[config.mk]
export PLATFORM = sky130hd
export DESIGN_NAME = instruction_decoder
export DESIGN_NICKNAME = d
export VERILOG_FILES = /design/src/decoder_pkg.sv /design/src/decoder_ifs.sv /design/src/instruction_decoder.sv /design/src/control_register.sv /design/src/address_decoder.sv /design/src/datapath_decoder.sv /design/src/cycle_counter.sv
export SDC_FILE = /design/constraint.sdc
export NUM_CORES = 1
export LEC_CHECK = 0
export BUFFER_PORTS_ARGS = -buffer_cell sky130_fd_sc_hd__buf_2
export CAP_MARGIN = 20
export CORE_ASPECT_RATIO = 1.75
export CORE_MARGIN = 5
export CORE_UTILIZATION = 27
export CTS_CLUSTER_DIAMETER = 200
export DETAILED_ROUTE_END_ITERATION = 8
export PLACE_DENSITY_LB_ADDON = 0.08
export SETUP_SLACK_MARGIN = 0.1
export SLEW_MARGIN = 25
export SYNTH_ARGS = -nofsm -noshare
export SYNTH_HDL_FRONTEND = slang
export SYNTH_SLANG_ARGS = --single-unit
export TNS_END_PERCENT = 100
[constraint.sdc]
create_clock -name clk_ph2 -period 1.8 [get_ports clk_ph2]
set_input_delay 0.09 -clock clk_ph2 [delete_from_list [all_inputs] [get_ports clk_ph2]]
set_output_delay 0.09 -clock clk_ph2 [all_outputs]
set_load 0.02 [all_outputs]
[src/decoder_pkg.sv]
package decoder_pkg;

	////////////////////////////////////////
	// opcodes of the kept instruction set
	////////////////////////////////////////
	localparam logic [7:0] ADC_IMM = 8'h69; // adc #imm
	localparam logic [7:0] SBC_IMM = 8'he9; // sbc #imm
	localparam logic [7:0] ADC_ZPG = 8'h65; // adc zp
	localparam logic [7:0] ADC_ABS = 8'h6d; // adc abs
	localparam logic [7:0] SEC     = 8'h38;
	localparam logic [7:0] CLC     = 8'h18;
	localparam logic [7:0] INX     = 8'he8;
	localparam logic [7:0] INY     = 8'hc8;
	localparam logic [7:0] DEX     = 8'hca;
	localparam logic [7:0] DEY     = 8'h88;
	localparam logic [7:0] TAX     = 8'haa;
	localparam logic [7:0] TXA     = 8'h8a;
	localparam logic [7:0] TAY     = 8'ha8;
	localparam logic [7:0] TYA     = 8'h98;

	// opcode byte, whole or split into the aaa/bbb/cc fields
	typedef union packed {
		logic [7:0] raw; // whole-opcode matching
		struct packed {
			logic [2:0] aaa; // operation within group
			logic [2:0] bbb; // addressing mode
			logic [1:0] cc;  // group
		} f;
	} opcode_u;

	localparam logic [2:0] BBB_ZPG = 3'b001; // adc group modes
	localparam logic [2:0] BBB_IMM = 3'b010;
	localparam logic [2:0] BBB_ABS = 3'b011;
	localparam logic [2:0] AAA_SBC = 3'b111; // sbc in group one

	////////////////////////////////////////
	// instruction cycles
	////////////////////////////////////////
	localparam int CYC_FETCH = 0; // opcode fetch, result store
	localparam int CYC_OPND  = 1; // first operand byte
	localparam int CYC_ADDR  = 2; // zp data / abs high byte
	localparam int CYC_LAST  = 3; // abs data

	////////////////////////////////////////
	// bit positions in the control vectors
	////////////////////////////////////////
	localparam int REG_BUS_W = 10;
	localparam int BUS_DL_DB = 0, BUS_AC_SB = 1, BUS_AC_DB = 2, BUS_ADD_SB = 3, BUS_SB_AC = 4;
	localparam int BUS_SB_DB = 5, BUS_SB_X = 6, BUS_SB_Y = 7, BUS_X_SB = 8, BUS_Y_SB = 9;

	localparam int ALU_IN_W = 6;
	localparam int ALU_SB_ADD = 0, ALU_DB_ADD = 1, ALU_NDB_ADD = 2; // a and b inputs
	localparam int ALU_Z_ADD = 3, ALU_C_ONE = 4, ALU_NONE_ADD = 5;  // constants and carry in

	localparam int FLAG_W = 5;
	localparam int FLG_AVR_V = 0, FLG_ACR_C = 1, FLG_DBZ_Z = 2, FLG_DB7_N = 3, FLG_IR5_C = 4;

	localparam int ADDR_W = 8;
	localparam int ADR_PCL_ADL = 0, ADR_PCH_ADH = 1, ADR_DL_ADL = 2, ADR_DL_ADH = 3;
	localparam int ADR_ADD_ADL = 4, ADR_Z_ADH = 5, ADR_ADL_ABL = 6, ADR_ADH_ABH = 7;

	localparam int PC_W = 3;
	localparam int PC_PCL_PCL = 0, PC_PCH_PCH = 1, PC_I_PC = 2;

	localparam int CTL_W = REG_BUS_W + ALU_IN_W + 1 + FLAG_W + ADDR_W + PC_W; // whole word

	function automatic logic is_alu_op(opcode_u op);
		return op.raw inside {ADC_IMM, SBC_IMM, ADC_ZPG, ADC_ABS};
	endfunction

	// single byte instructions, pc is not advanced past them
	function automatic logic is_implied(opcode_u op);
		return op.raw inside {SEC, CLC, INX, INY, DEX, DEY, TAX, TXA, TAY, TYA};
	endfunction

	// cycle in which the alu add runs, from the mode field
	function automatic int alu_last_cycle(opcode_u op);
		case (op.f.bbb)
			BBB_IMM: return CYC_OPND;
			BBB_ZPG: return CYC_ADDR;
			BBB_ABS: return CYC_LAST;
			default: return CYC_OPND;
		endcase
	endfunction

endpackage
[src/decoder_ifs.sv]
`timescale 1ns/10ps

// register bus, alu and flag half of the control word
interface datapath_ctl_if;
	import decoder_pkg::*;

	logic [REG_BUS_W-1:0] reg_bus;   // register to sb/db transfers
	logic [ALU_IN_W-1:0]  alu_in;    // alu a/b input select
	logic                 sums;      // alu add
	logic [FLAG_W-1:0]    flag_load; // status flag loads

	modport src (
		output reg_bus, alu_in, sums, flag_load
	);
	modport dst (
		input reg_bus, alu_in, sums, flag_load
	);

endinterface

// address bus, pc and cycle step half of the control word
interface address_ctl_if;
	import decoder_pkg::*;

	logic [ADDR_W-1:0] addr_drive; // adl/adh sources, abl/abh loads
	logic [PC_W-1:0]   pc_ctl;     // pc reload and increment
	logic              step_inc;   // next instruction cycle
	logic              step_rst;   // back to cycle 0

	modport src (
		output addr_drive, pc_ctl, step_inc, step_rst
	);
	modport dst (
		input addr_drive, pc_ctl, step_inc, step_rst
	);

endinterface

[src/instruction_decoder.sv]
`timescale 1ns/10ps

module instruction_decoder #(
	parameter int CYCLE_W = 3 // 2 or more holds cycles 0..3
) (
	input  logic                              clk_ph2,
	input  logic                              rst,  // active low
	input  logic [7:0]                        ir,   // held for the whole instruction
	output logic [decoder_pkg::REG_BUS_W-1:0] reg_bus,
	output logic [decoder_pkg::ALU_IN_W-1:0]  alu_in,
	output logic                              sums,
	output logic [decoder_pkg::FLAG_W-1:0]    flag_load,
	output logic [decoder_pkg::ADDR_W-1:0]    addr_drive,
	output logic [decoder_pkg::PC_W-1:0]      pc_ctl,
	output logic [CYCLE_W-1:0]                cycle
);

	datapath_ctl_if dp_if ();
	address_ctl_if  ad_if ();

	logic step_inc; // counter step, from the control register
	logic step_rst;

	cycle_counter #(
		.CYCLE_W (CYCLE_W)
	) cycle_counter_inst (
		.clk_ph2  (clk_ph2),
		.rst      (rst),
		.step_inc (step_inc),
		.step_rst (step_rst),
		.cycle    (cycle)
	);

	datapath_decoder #(
		.CYCLE_W (CYCLE_W)
	) datapath_decoder_inst (
		.cycle (cycle),
		.ir    (ir),
		.dp    (dp_if)
	);

	address_decoder #(
		.CYCLE_W (CYCLE_W)
	) address_decoder_inst (
		.cycle (cycle),
		.ir    (ir),
		.ad    (ad_if)
	);

	control_register control_register_inst (
		.clk_ph2    (clk_ph2),
		.rst        (rst),
		.dp         (dp_if),
		.ad         (ad_if),
		.reg_bus    (reg_bus),
		.alu_in     (alu_in),
		.sums       (sums),
		.flag_load  (flag_load),
		.addr_drive (addr_drive),
		.pc_ctl     (pc_ctl),
		.step_inc   (step_inc),
		.step_rst   (step_rst)
	);

endmodule

[src/control_register.sv]
`timescale 1ns/10ps

module control_register (
	input  logic                              clk_ph2,
	input  logic                              rst, // active low
	datapath_ctl_if.dst                       dp,
	address_ctl_if.dst                        ad,
	output logic [decoder_pkg::REG_BUS_W-1:0] reg_bus,
	output logic [decoder_pkg::ALU_IN_W-1:0]  alu_in,
	output logic                              sums,
	output logic [decoder_pkg::FLAG_W-1:0]    flag_load,
	output logic [decoder_pkg::ADDR_W-1:0]    addr_drive,
	output logic [decoder_pkg::PC_W-1:0]      pc_ctl,
	output logic                              step_inc, // to cycle counter, same cycle
	output logic                              step_rst
);
	import decoder_pkg::*;

	logic [CTL_W-1:0] ctl_d; // both halves, decoded from this cycle
	logic [CTL_W-1:0] ctl_q; // word for the next bus cycle

	assign ctl_d = {dp.reg_bus, dp.alu_in, dp.sums, dp.flag_load, ad.addr_drive, ad.pc_ctl};

	always_ff @(posedge clk_ph2) begin
		if (!rst) begin
			ctl_q <= '0; // all lines idle
		end else begin
			ctl_q <= ctl_d;
		end
	end

	assign {reg_bus, alu_in, sums, flag_load, addr_drive, pc_ctl} = ctl_q;

	assign step_inc = ad.step_inc; // counter moves at the same edge as ctl_q
	assign step_rst = ad.step_rst;

	////////////////////////////////////////
	// checks
	////////////////////////////////////////

	a_step_onehot: assert property (@(posedge clk_ph2) disable iff (!rst)
		ad.step_inc ^ ad.step_rst)
		else $error("control_register: step not one-hot");

	// sb has one driver at a time, across both decoder halves
	a_sb_one_src: assert property (@(posedge clk_ph2) disable iff (!rst)
		$countones({reg_bus[BUS_AC_SB], reg_bus[BUS_ADD_SB],
			reg_bus[BUS_X_SB], reg_bus[BUS_Y_SB]}) <= 1)
		else $error("control_register: sb driven by %b", reg_bus);

	a_pc_latched: assert property (@(posedge clk_ph2) disable iff (!rst)
		addr_drive[ADR_PCL_ADL] |-> addr_drive[ADR_ADL_ABL] && addr_drive[ADR_ADH_ABH])
		else $error("control_register: pc on adl but not latched");

endmodule

[src/address_decoder.sv]
`timescale 1ns/10ps

module address_decoder #(
	parameter int CYCLE_W = 3
) (
	input  logic [CYCLE_W-1:0] cycle,
	input  decoder_pkg::opcode_u ir,
	address_ctl_if.src         ad
);
	import decoder_pkg::*;

	logic             alu_op;    // adc/sbc in a kept mode
	logic [CYCLE_W-1:0] last_cyc; // final cycle of the alu instruction
	logic             zpg_addr;  // zero page operand address out
	logic             abs_addr;  // absolute operand address out
	logic             one_byte;  // opcode fetch of a single byte instruction

	assign alu_op   = is_alu_op(ir);
	assign last_cyc = CYCLE_W'(alu_last_cycle(ir));
	assign zpg_addr = alu_op && (ir.f.bbb == BBB_ZPG) && (cycle == CYCLE_W'(CYC_OPND));
	assign abs_addr = alu_op && (ir.f.bbb == BBB_ABS) && (cycle == CYCLE_W'(CYC_ADDR));
	assign one_byte = is_implied(ir) && (cycle == CYCLE_W'(CYC_FETCH));

	////////////////////////////////////////
	// cycle step
	////////////////////////////////////////
	always_comb begin
		ad.step_inc = 1'b0;
		ad.step_rst = 1'b0;
		if (cycle == CYCLE_W'(CYC_FETCH)) begin
			ad.step_inc = 1'b1; // every opcode has a cycle 1
		end else if (alu_op && (cycle < last_cyc)) begin
			ad.step_inc = 1'b1; // more operand cycles to go
		end else begin
			ad.step_rst = 1'b1; // implied, imm, last cycle or unknown opcode
		end
	end

	////////////////////////////////////////
	// address bus source for the next cycle
	////////////////////////////////////////
	always_comb begin
		ad.addr_drive = '0;
		ad.pc_ctl     = '0;
		ad.addr_drive[ADR_ADL_ABL] = 1'b1; // address latched every cycle
		ad.addr_drive[ADR_ADH_ABH] = 1'b1;
		if (zpg_addr) begin
			ad.addr_drive[ADR_DL_ADL] = 1'b1; // 00:dl
			ad.addr_drive[ADR_Z_ADH]  = 1'b1;
		end else if (abs_addr) begin
			ad.addr_drive[ADR_ADD_ADL] = 1'b1; // dl:add, low byte parked in alu
			ad.addr_drive[ADR_DL_ADH]  = 1'b1;
		end else begin
			ad.addr_drive[ADR_PCL_ADL] = 1'b1; // pc out
			ad.addr_drive[ADR_PCH_ADH] = 1'b1;
			ad.pc_ctl[PC_PCL_PCL] = 1'b1;
			ad.pc_ctl[PC_PCH_PCH] = 1'b1;
			// one byte opcode, next fetch reads the following opcode again
			ad.pc_ctl[PC_I_PC] = !one_byte;
		end
	end

endmodule

[src/datapath_decoder.sv]
`timescale 1ns/10ps

module datapath_decoder #(
	parameter int CYCLE_W = 3
) (
	input  logic [CYCLE_W-1:0] cycle,
	input  decoder_pkg::opcode_u ir,
	datapath_ctl_if.src        dp
);
	import decoder_pkg::*;

	logic alu_op;   // adc/sbc in a kept mode
	logic alu_add;  // this cycle does the adc/sbc add
	logic carry_op; // sec or clc

	assign alu_op  = is_alu_op(ir);
	assign alu_add = alu_op && (cycle == CYCLE_W'(alu_last_cycle(ir)));
	// flag group: cc 00, bbb 110, aaa 00x, aaa[0] is the carry value itself
	assign carry_op = (ir.f.cc == 2'b00) && (ir.f.bbb == 3'b110) && (ir.f.aaa[2:1] == 2'b00);

	always_comb begin
		dp.reg_bus   = '0;
		dp.alu_in    = '0;
		dp.sums      = 1'b0;
		dp.flag_load = '0;

		case (cycle)
			////////////////////////////////////////
			// cycle 0, store the previous result
			////////////////////////////////////////
			CYCLE_W'(CYC_FETCH): begin
				if (alu_op) begin
					dp.reg_bus[BUS_ADD_SB] = 1'b1; // add -> sb -> ac
					dp.reg_bus[BUS_SB_AC]  = 1'b1;
					dp.reg_bus[BUS_SB_DB]  = 1'b1; // db for n/z
					dp.flag_load[FLG_AVR_V] = 1'b1;
					dp.flag_load[FLG_ACR_C] = 1'b1;
					dp.flag_load[FLG_DBZ_Z] = 1'b1;
					dp.flag_load[FLG_DB7_N] = 1'b1;
				end
				case (ir.raw)
					INX, DEX: begin
						dp.reg_bus[BUS_ADD_SB] = 1'b1; // add -> x
						dp.reg_bus[BUS_SB_X]   = 1'b1;
						dp.reg_bus[BUS_SB_DB]  = 1'b1;
						dp.flag_load[FLG_DBZ_Z] = 1'b1;
						dp.flag_load[FLG_DB7_N] = 1'b1;
					end
					INY, DEY: begin
						dp.reg_bus[BUS_ADD_SB] = 1'b1; // add -> y
						dp.reg_bus[BUS_SB_Y]   = 1'b1;
						dp.reg_bus[BUS_SB_DB]  = 1'b1;
						dp.flag_load[FLG_DBZ_Z] = 1'b1;
						dp.flag_load[FLG_DB7_N] = 1'b1;
					end
					default: ;
				endcase
			end
			////////////////////////////////////////
			// cycle 1, transfers and inc/dec
			////////////////////////////////////////
			CYCLE_W'(CYC_OPND): begin
				case (ir.raw)
					TAX, TAY: begin
						dp.reg_bus[BUS_AC_SB] = 1'b1; // ac on sb and db
						dp.reg_bus[BUS_AC_DB] = 1'b1;
						dp.reg_bus[BUS_SB_X]  = (ir.raw == TAX);
						dp.reg_bus[BUS_SB_Y]  = (ir.raw == TAY);
						dp.flag_load[FLG_DBZ_Z] = 1'b1;
						dp.flag_load[FLG_DB7_N] = 1'b1;
					end
					TXA, TYA: begin
						dp.reg_bus[BUS_X_SB]  = (ir.raw == TXA);
						dp.reg_bus[BUS_Y_SB]  = (ir.raw == TYA);
						dp.reg_bus[BUS_SB_DB] = 1'b1;
						dp.reg_bus[BUS_SB_AC] = 1'b1;
						dp.flag_load[FLG_DBZ_Z] = 1'b1;
						dp.flag_load[FLG_DB7_N] = 1'b1;
					end
					INX, DEX, INY, DEY: begin
						dp.reg_bus[BUS_X_SB]  = (ir.raw == INX) || (ir.raw == DEX);
						dp.reg_bus[BUS_Y_SB]  = (ir.raw == INY) || (ir.raw == DEY);
						dp.reg_bus[BUS_SB_DB] = 1'b1; // index reg into b via db
						dp.alu_in[ALU_DB_ADD] = 1'b1;
						// a = 0 plus carry gives +1, a = ~1 plus carry gives -1
						dp.alu_in[ALU_Z_ADD]    = (ir.raw == INX) || (ir.raw == INY);
						dp.alu_in[ALU_NONE_ADD] = (ir.raw == DEX) || (ir.raw == DEY);
						dp.alu_in[ALU_C_ONE]    = 1'b1;
						dp.sums = 1'b1;
					end
					ADC_ABS: begin
						dp.reg_bus[BUS_DL_DB]  = 1'b1; // low byte + 0, held in add
						dp.alu_in[ALU_DB_ADD]  = 1'b1;
						dp.alu_in[ALU_Z_ADD]   = 1'b1;
						dp.sums = 1'b1;
					end
					default: ;
				endcase
				dp.flag_load[FLG_IR5_C] = carry_op; // c <- opcode bit 5
			end
			default: ;
		endcase

		// add in the last cycle of adc/sbc, sbc takes the inverted operand
		if (alu_add) begin
			dp.reg_bus[BUS_DL_DB]  = 1'b1;
			dp.reg_bus[BUS_AC_SB]  = 1'b1;
			dp.alu_in[ALU_SB_ADD]  = 1'b1;
			dp.alu_in[ALU_DB_ADD]  = (ir.f.aaa != AAA_SBC);
			dp.alu_in[ALU_NDB_ADD] = (ir.f.aaa == AAA_SBC);
			dp.sums = 1'b1;
		end
	end

endmodule

[src/cycle_counter.sv]
`timescale 1ns/10ps

module cycle_counter #(
	parameter int CYCLE_W = 3
) (
	input  logic               clk_ph2,
	input  logic               rst,      // active low
	input  logic               step_inc, // advance one cycle
	input  logic               step_rst, // instruction done
	output logic [CYCLE_W-1:0] cycle     // current instruction cycle
);
	import decoder_pkg::*;

	always_ff @(posedge clk_ph2) begin
		if (!rst || step_rst) begin
			cycle <= '0; // next opcode starts at 0
		end else if (step_inc) begin
			cycle <= cycle + CYCLE_W'(1);
		end
	end

	////////////////////////////////////////
	// checks
	////////////////////////////////////////

	// both steps come from the address decoder through the control register
	a_step_excl: assert property (@(posedge clk_ph2) disable iff (!rst)
		!(step_inc && step_rst))
		else $error("cycle_counter: step_inc and step_rst together");

	// longest kept instruction is absolute, cycles 0..3
	a_cycle_max: assert property (@(posedge clk_ph2) disable iff (!rst)
		cycle <= CYCLE_W'(CYC_LAST))
		else $error("cycle_counter: cycle %0d past last", cycle);

endmodule

==> flow_summary.json, run 1 <==
{
  "io_pins": 46,
  "gr-total-overflow": 0,
  "drv_slew": 0,
  "worstSetupPathType": "register to register",
  "rsz0062_at_grt": "no",
  "p_int_w": 0.00103,
  "fmax_ghz": 0.621,
  "cp-start-kind": "register",
  "first_iter_violations": 30,
  "p_per_area_nw_per_um2": 947,
  "root_buffer": "clkbuf_8",
  "status": "finished, final reports clean",
  "power.total_w": 0.00154,
  "pre_cts_slack_ps": 13.3,
  "sw_frac_of_total": 0.332,
  "timing.final.ws_setup_ps": 189,
  "cts-hold-fix-buffers": 0,
  "ctsResizeCount": 0,
  "clkTransAtPathRegs_ps": 100,
  "antenna_found_initial": 0,
  "vias": 1086,
  "fin_skew_ps": 7.73,
  "drv_cap": 0,
  "design.die.area_um2": 6240,
  "layoutNonFillerInstCount": 233,
  "yosysSeqAreaShare": 0.441,
  "synth.distinct_cells": 42,
  "worstPathMaxFanout": 5,
  "avgSynthCellArea_um2": 9.36,
  "cts-htree-levels": 1,
  "viasPerCell": 4.66,
  "track_usage": 0.122,
  "ir_drop_v": 0.000535,
  "min_period_ps": 1610,
  "area_delta_synth_final_pct": 27.6,
  "syn_inst": 136,
  "synth_edf_count": 0,
  "wirelength_um": 3560,
  "dp_hpwl_um": 3000,
  "p_comb_frac": 0.301,
  "synthArstFlopShare": 0,
  "setup_tns_ps": 0,
  "placed_cells": 229,
  "row_count": 33,
  "pwr-share-seq": 0.445,
  "clkPwrFrac": 0.254,
  "cts_setup_buffers": 0,
  "portBuffers": 45,
  "drive_gt1_frac": 0.354,
  "p_switching_w": 0.000510,
  "start_util": 0.275,
  "final_core_util": 0.351,
  "yosysTopAreaCell": "dfxtp_1",
  "diodes": 0,
  "setup_viol": 0,
  "fp.dieW_um": 61.9,
  "worstPathArrival_ps": 1800,
  "synth_area_leaders": "dfxtp_1 (44%), ha_1 (5.9%), buf_4 (5.3%), nand2b_1 (3.9%), nand2_1 (3.2%)",
  "synth_top_area_share": 0.441,
  "timing.final.crit_share": 0.895,
  "tightest_slew_ps": 359,
  "fin_nets": 198,
  "synth.most_common_cell": "dfxtp_1",
  "grt_first_pass_wirelength_um": 5570,
  "cts_tree": "done",
  "syn_area_um2": 1270,
  "clock-sinks": 28,
  "clkLatencyLatePin_ps": 270,
  "grt_pass1_vias": 1141,
  "grt_max_degree": 16,
  "ys_dominant_reg_cell": "dfxtp_1",
  "critPathCaptureType": "register",
  "yosys-top-cells-count": "dfxtp_1 (28), nand2_1 (11), buf_4 (9)",
  "drc": 0,
  "ant_nets": 0,
  "core_um2": 4620,
  "gp_congestion": 0.898,
  "hp-class": "input pin to register",
  "p_leak_nw": 0.790,
  "critical_path_required_ps": 1990,
  "dr.pass1.iters": 4,
  "cts_buffers": 3,
  "hold_violations": 0,
  "ys_ff_latch": 28,
  "relSlewSlack": 0.760,
  "yosys_warnings": 0,
  "max-clock-path-buffers": 2,
  "routedWlPerCell_um": 15.3,
  "die_h_um": 101,
  "syn-num-nets": 152
}
-- power by group through the flow --
stage | registers (W) | clock network [W] | logic, W
after floorplan | 0.000734 | 0 | 0.000274
after global placement | 0.000700 | 0 | 0.000462
after detailed placement | 0.000701 | 0 | 0.000468
after CTS | 0.000686 | 0.000414 | 0.000470
after global routing | 0.000692 | 0.000441 | 0.000516
final | 0.000685 | 0.000390 | 0.000463
-- placed cells by master, fill, tap and decap left out, types with 4 or more instances in the layout --
| cell type | instances |
|---|---|
| nand2_1 | 11 |
| nor2b_1 | 5 |
| buf_4 | 8 |
| ha_1 | 5 |
| nor3_1 | 4 |
| clkbuf_8 | 4 |
| dfxtp_1 | 28 |
| nor2_1 | 6 |
| nand2b_1 | 8 |
| buf_2 | 45 |
| inv_1 | 8 |
| a21oi_1 | 5 |
-- metal layers --
metal / vias up / part of all wire / GRT usage
met5: - / 0 / 0
met2: 31 / 0.58 / 0.228
met4: 0 / 0.031 / 0.0752
met3: 10 / 0.047 / 0.0167
met1: 495 / 0.35 / 0.117
li1: 550 / - / -
-- through the flow --
| step | hold slack, ps | cell area, um^2 |
|---|---|---|
| after detailed placement | 303 | 1560 |
| after global routing | 8.16 | 1620 |
| after floorplan | 118 | 1290 |
| final | 12.6 | 1620 |
| after CTS | 7.87 | 1620 |
| after global placement | 312 | 1560 |
-- path summary, 6_finish.rpt --
path	startpoint	to	slack, ps	depth (start not counted)
max	cycle_counter_inst.cycle[1]$_SDFFE_PP0P_	control_register_inst.ctl_q[27]$_SDFF_PN0_	190	6
min	rst	control_register_inst.ctl_q[9]$_DFF_P_	10	1
max reg2reg	cycle_counter_inst.cycle[1]$_SDFFE_PP0P_	control_register_inst.ctl_q[27]$_SDFF_PN0_	190	6
min reg2reg	cycle_counter_inst.cycle[0]$_SDFFE_PP0P_	cycle_counter_inst.cycle[0]$_SDFFE_PP0P_	640	2
-- flip-flops by register name, summed over array words and instances (netlist names) --
signal	cells
control_register_inst.ctl_q	25
cycle_counter_inst.cycle	3
-- worst max-delay path, cell delays in order (launching register included) --
cell and delay, ps:
dfxtp_1 360, inv_1 100, ha_2 210, and3b_1 180, nand4b_1 180, or3_1 410, o21ai_0 90
-- layout make-up --
class / count / area (um^2)
Fill cell: 498 / 3000
Timing Repair Buffer: 53 / 285
Tap cell: 52 / 65.1
Sequential cell: 28 / 561
Inverter: 8 / 30.0
Clock buffer: 4 / 55.1
Multi-Input combinational cell: 88 / 628
-- logic make-up after synthesis --
logic type,Yosys count,synth area share
simple gates,58,0.264
flops,28,0.441
compound gates,21,0.129
buf+inv,20,0.0865
fa+ha+maj,6,0.0590
xor+xnor,2,0.0138
mux,1,0.00787
No activity file was read; power rests on OpenSTA's default activity.
==> inputs of run 2 (changes only) <==
--- a/config.mk
+++ b/config.mk
@@ -12,6 +12,7 @@
 export CORE_UTILIZATION = 27
 export CTS_CLUSTER_DIAMETER = 200
 export DETAILED_ROUTE_END_ITERATION = 8
+export HOLD_SLACK_MARGIN = 0.12
 export PLACE_DENSITY_LB_ADDON = 0.08
 export SETUP_SLACK_MARGIN = 0.1
 export SLEW_MARGIN = 25
==> run 2 against run 1 <==
- flip-flop and latch count did not move
- power grew 0.25%
- sequential power hardly changed
- first-iteration DRC count increased by 27%
- register-to-register slack about the same
- non-clock buffer count grew 2
- global-route usage hardly changed
- clock power hardly changed
- final area is 1.2% higher
- sequential share of layout area fell by 0.42 points
- routed wire length fell by 0.28%
==> flow_summary.json, run 2 (synthesized netlist as in run 1, its figures left out) <==
{
  "status": "finished, final reports clean",
  "clkTransAtPathRegs_ps": 100,
  "wirelength_um": 3550,
  "design.die.area_um2": 6240,
  "sw_frac_of_total": 0.331,
  "worstPathArrival_ps": 1810,
  "drive_gt1_frac": 0.350,
  "holdWs_ps": 165,
  "area_delta_synth_final_pct": 29.2,
  "seq_area_um2": 561,
  "portBuffers": 45,
  "dr_wl_met3_um": 161,
  "core_um2": 4620,
  "max-clock-path-buffers": 2,
  "critPathSlowestCell": "or3_1",
  "gp_congestion": 0.898,
  "row_count": 33,
  "cts-htree-levels": 1,
  "tightest_slew_ps": 360,
  "dr.pass1.iters": 4,
  "cts_setup_buffers": 0,
  "io_pins": 46,
  "gr-total-overflow": 0,
  "viasPerCell": 4.67,
  "drv_slew": 0,
  "min_period_ps": 1610,
  "hp-class": "input pin to register",
  "cp-start-kind": "register",
  "drv_cap": 0,
  "largest_reg_flops": 25,
  "root_buffer": "clkbuf_8",
  "p_int_w": 0.00103,
  "setup_tns_ps": 0,
  "p_switching_w": 0.000511,
  "dp_hpwl_um": 3000,
  "fin_nets": 200,
  "highest_layer": "met4",
  "die_h_um": 101,
  "grt_first_pass_wirelength_um": 5550,
  "hold_violations": 0,
  "grt_max_degree": 16,
  "worstPathMaxFanout": 5,
  "grt_pass1_vias": 1142,
  "p_leak_nw": 0.798,
  "fill_cells": 496,
  "p_comb_frac": 0.302,
  "p_per_area_nw_per_um2": 938,
  "critical_path_required_ps": 1990,
  "relSlewSlack": 0.760,
  "top_regs": "control_register_inst.ctl_q: 25 flops, cycle_counter_inst.cycle: 3 flops",
  "worst-path-buf-inv": 1,
  "max_stage_delay_ps": 410,
  "rsz0062_at_grt": "no",
  "final_common_cell": "buf_2",
  "setup_viol": 0,
  "fmax_ghz": 0.619,
  "first_iter_violations": 38,
  "critPathTopFamily": "simple AND/OR/NAND/NOR gates",
  "drc": 0,
  "clkPwrFrac": 0.253,
  "antenna_found_initial": 0,
  "routedWlPerCell_um": 15.1,
  "top_register": "control_register_inst.ctl_q",
  "fp.dieW_um": 61.9,
  "timing.final.crit_share": 0.897,
  "cts_tree": "done",
  "drt-met1-wl_um": 1220,
  "pwr-share-seq": 0.444,
  "start_util": 0.275,
  "worstSetupPathType": "register to register",
  "diodes": 0,
  "clkLatencyLatePin_ps": 270,
  "critPathCaptureType": "register",
  "multi_input_area_um2": 628,
  "cts_buffers": 3,
  "ant_nets": 0,
  "clock-sinks": 28,
  "track_usage": 0.122,
  "fin_skew_ps": 7.75,
  "dr_wl_met2_um": 2050,
  "ir_drop_v": 0.000543,
  "vias": 1098,
  "path_cells": "inv_1 -> ha_2 -> and3b_1 -> nand4b_1 -> or3_1 -> o21ai_0",
  "mostFrequentLayoutCells": "buf_2 (45), dfxtp_1 (28), nand2_1 (11)"
}
[run 2: what timing repair did]
item                                    CTS  global route
gates resized for setup                   0             2
endpoints found under the setup margin    0             2
hold endpoints to repair                  2             0
hold buffers                              2             0
[run 2: worst reg2reg max path, stage by stage, from the launching register on]
cell	delay (ps)
dfxtp_1	360
inv_1	100
ha_2	210
and3b_1	180
nand4b_1	180
or3_1	410
o21ai_0	90
[run 2: per-layer routing]
| layer | track usage | vias up |
|---|---|---|
| met5 | 0 | - |
| met3 | 0.0154 | 10 |
| met4 | 0.0752 | 0 |
| li1 | - | 554 |
| met1 | 0.116 | 503 |
| met2 | 0.228 | 31 |
[run 2: stage by stage]
step | cell area [um^2] | cells | setup WS, ps | util | power (W)
2_1_floorplan | 1290 | 136 | 102 | - | 0.00101
5_1_grt | 1640 | 235 | 116 | 0.356 | 0.00165
3_5_place_dp | 1560 | 229 | 13.3 | 0.338 | 0.00117
6_report | 1640 | 235 | 185 | 0.356 | 0.00154
4_1_cts | 1640 | 235 | 136 | 0.354 | 0.00157
3_3_place_gp | 1560 | 229 | 80.5 | 0.338 | 0.00116
[run 2: cell type report]
class                   instances  area share
multi-input cells              88       0.382
flip-flops and latches         28       0.341
repair buffers                 55       0.186
well taps                      52      0.0396
clock buffers                   4      0.0335
inverters                       8      0.0183
[run 2: final timing paths]
path                                                  from                                         end  slack (ps)  cells past startpoint
setup reg to reg  cycle_counter_inst.cycle[1]$_SDFFE_PP0P_  control_register_inst.ctl_q[27]$_SDFF_PN0_         190                      6
hold / removal                                       ir[7]  control_register_inst.ctl_q[19]$_SDFF_PN0_         170                      3
hold reg to reg   cycle_counter_inst.cycle[0]$_SDFFE_PP0P_    cycle_counter_inst.cycle[0]$_SDFFE_PP0P_         640                      2
setup / recovery  cycle_counter_inst.cycle[1]$_SDFFE_PP0P_  control_register_inst.ctl_q[27]$_SDFF_PN0_         190                      6
[run 2: power by group through the flow]
stage | Combinational (W) | Clock, W | Sequential, W
floorplan | 0.000274 | 0 | 0.000734
global placement | 0.000462 | 0 | 0.000700
detailed placement | 0.000468 | 0 | 0.000701
CTS | 0.000474 | 0.000414 | 0.000686
global route | 0.000519 | 0.000441 | 0.000692
finish | 0.000466 | 0.000391 | 0.000685
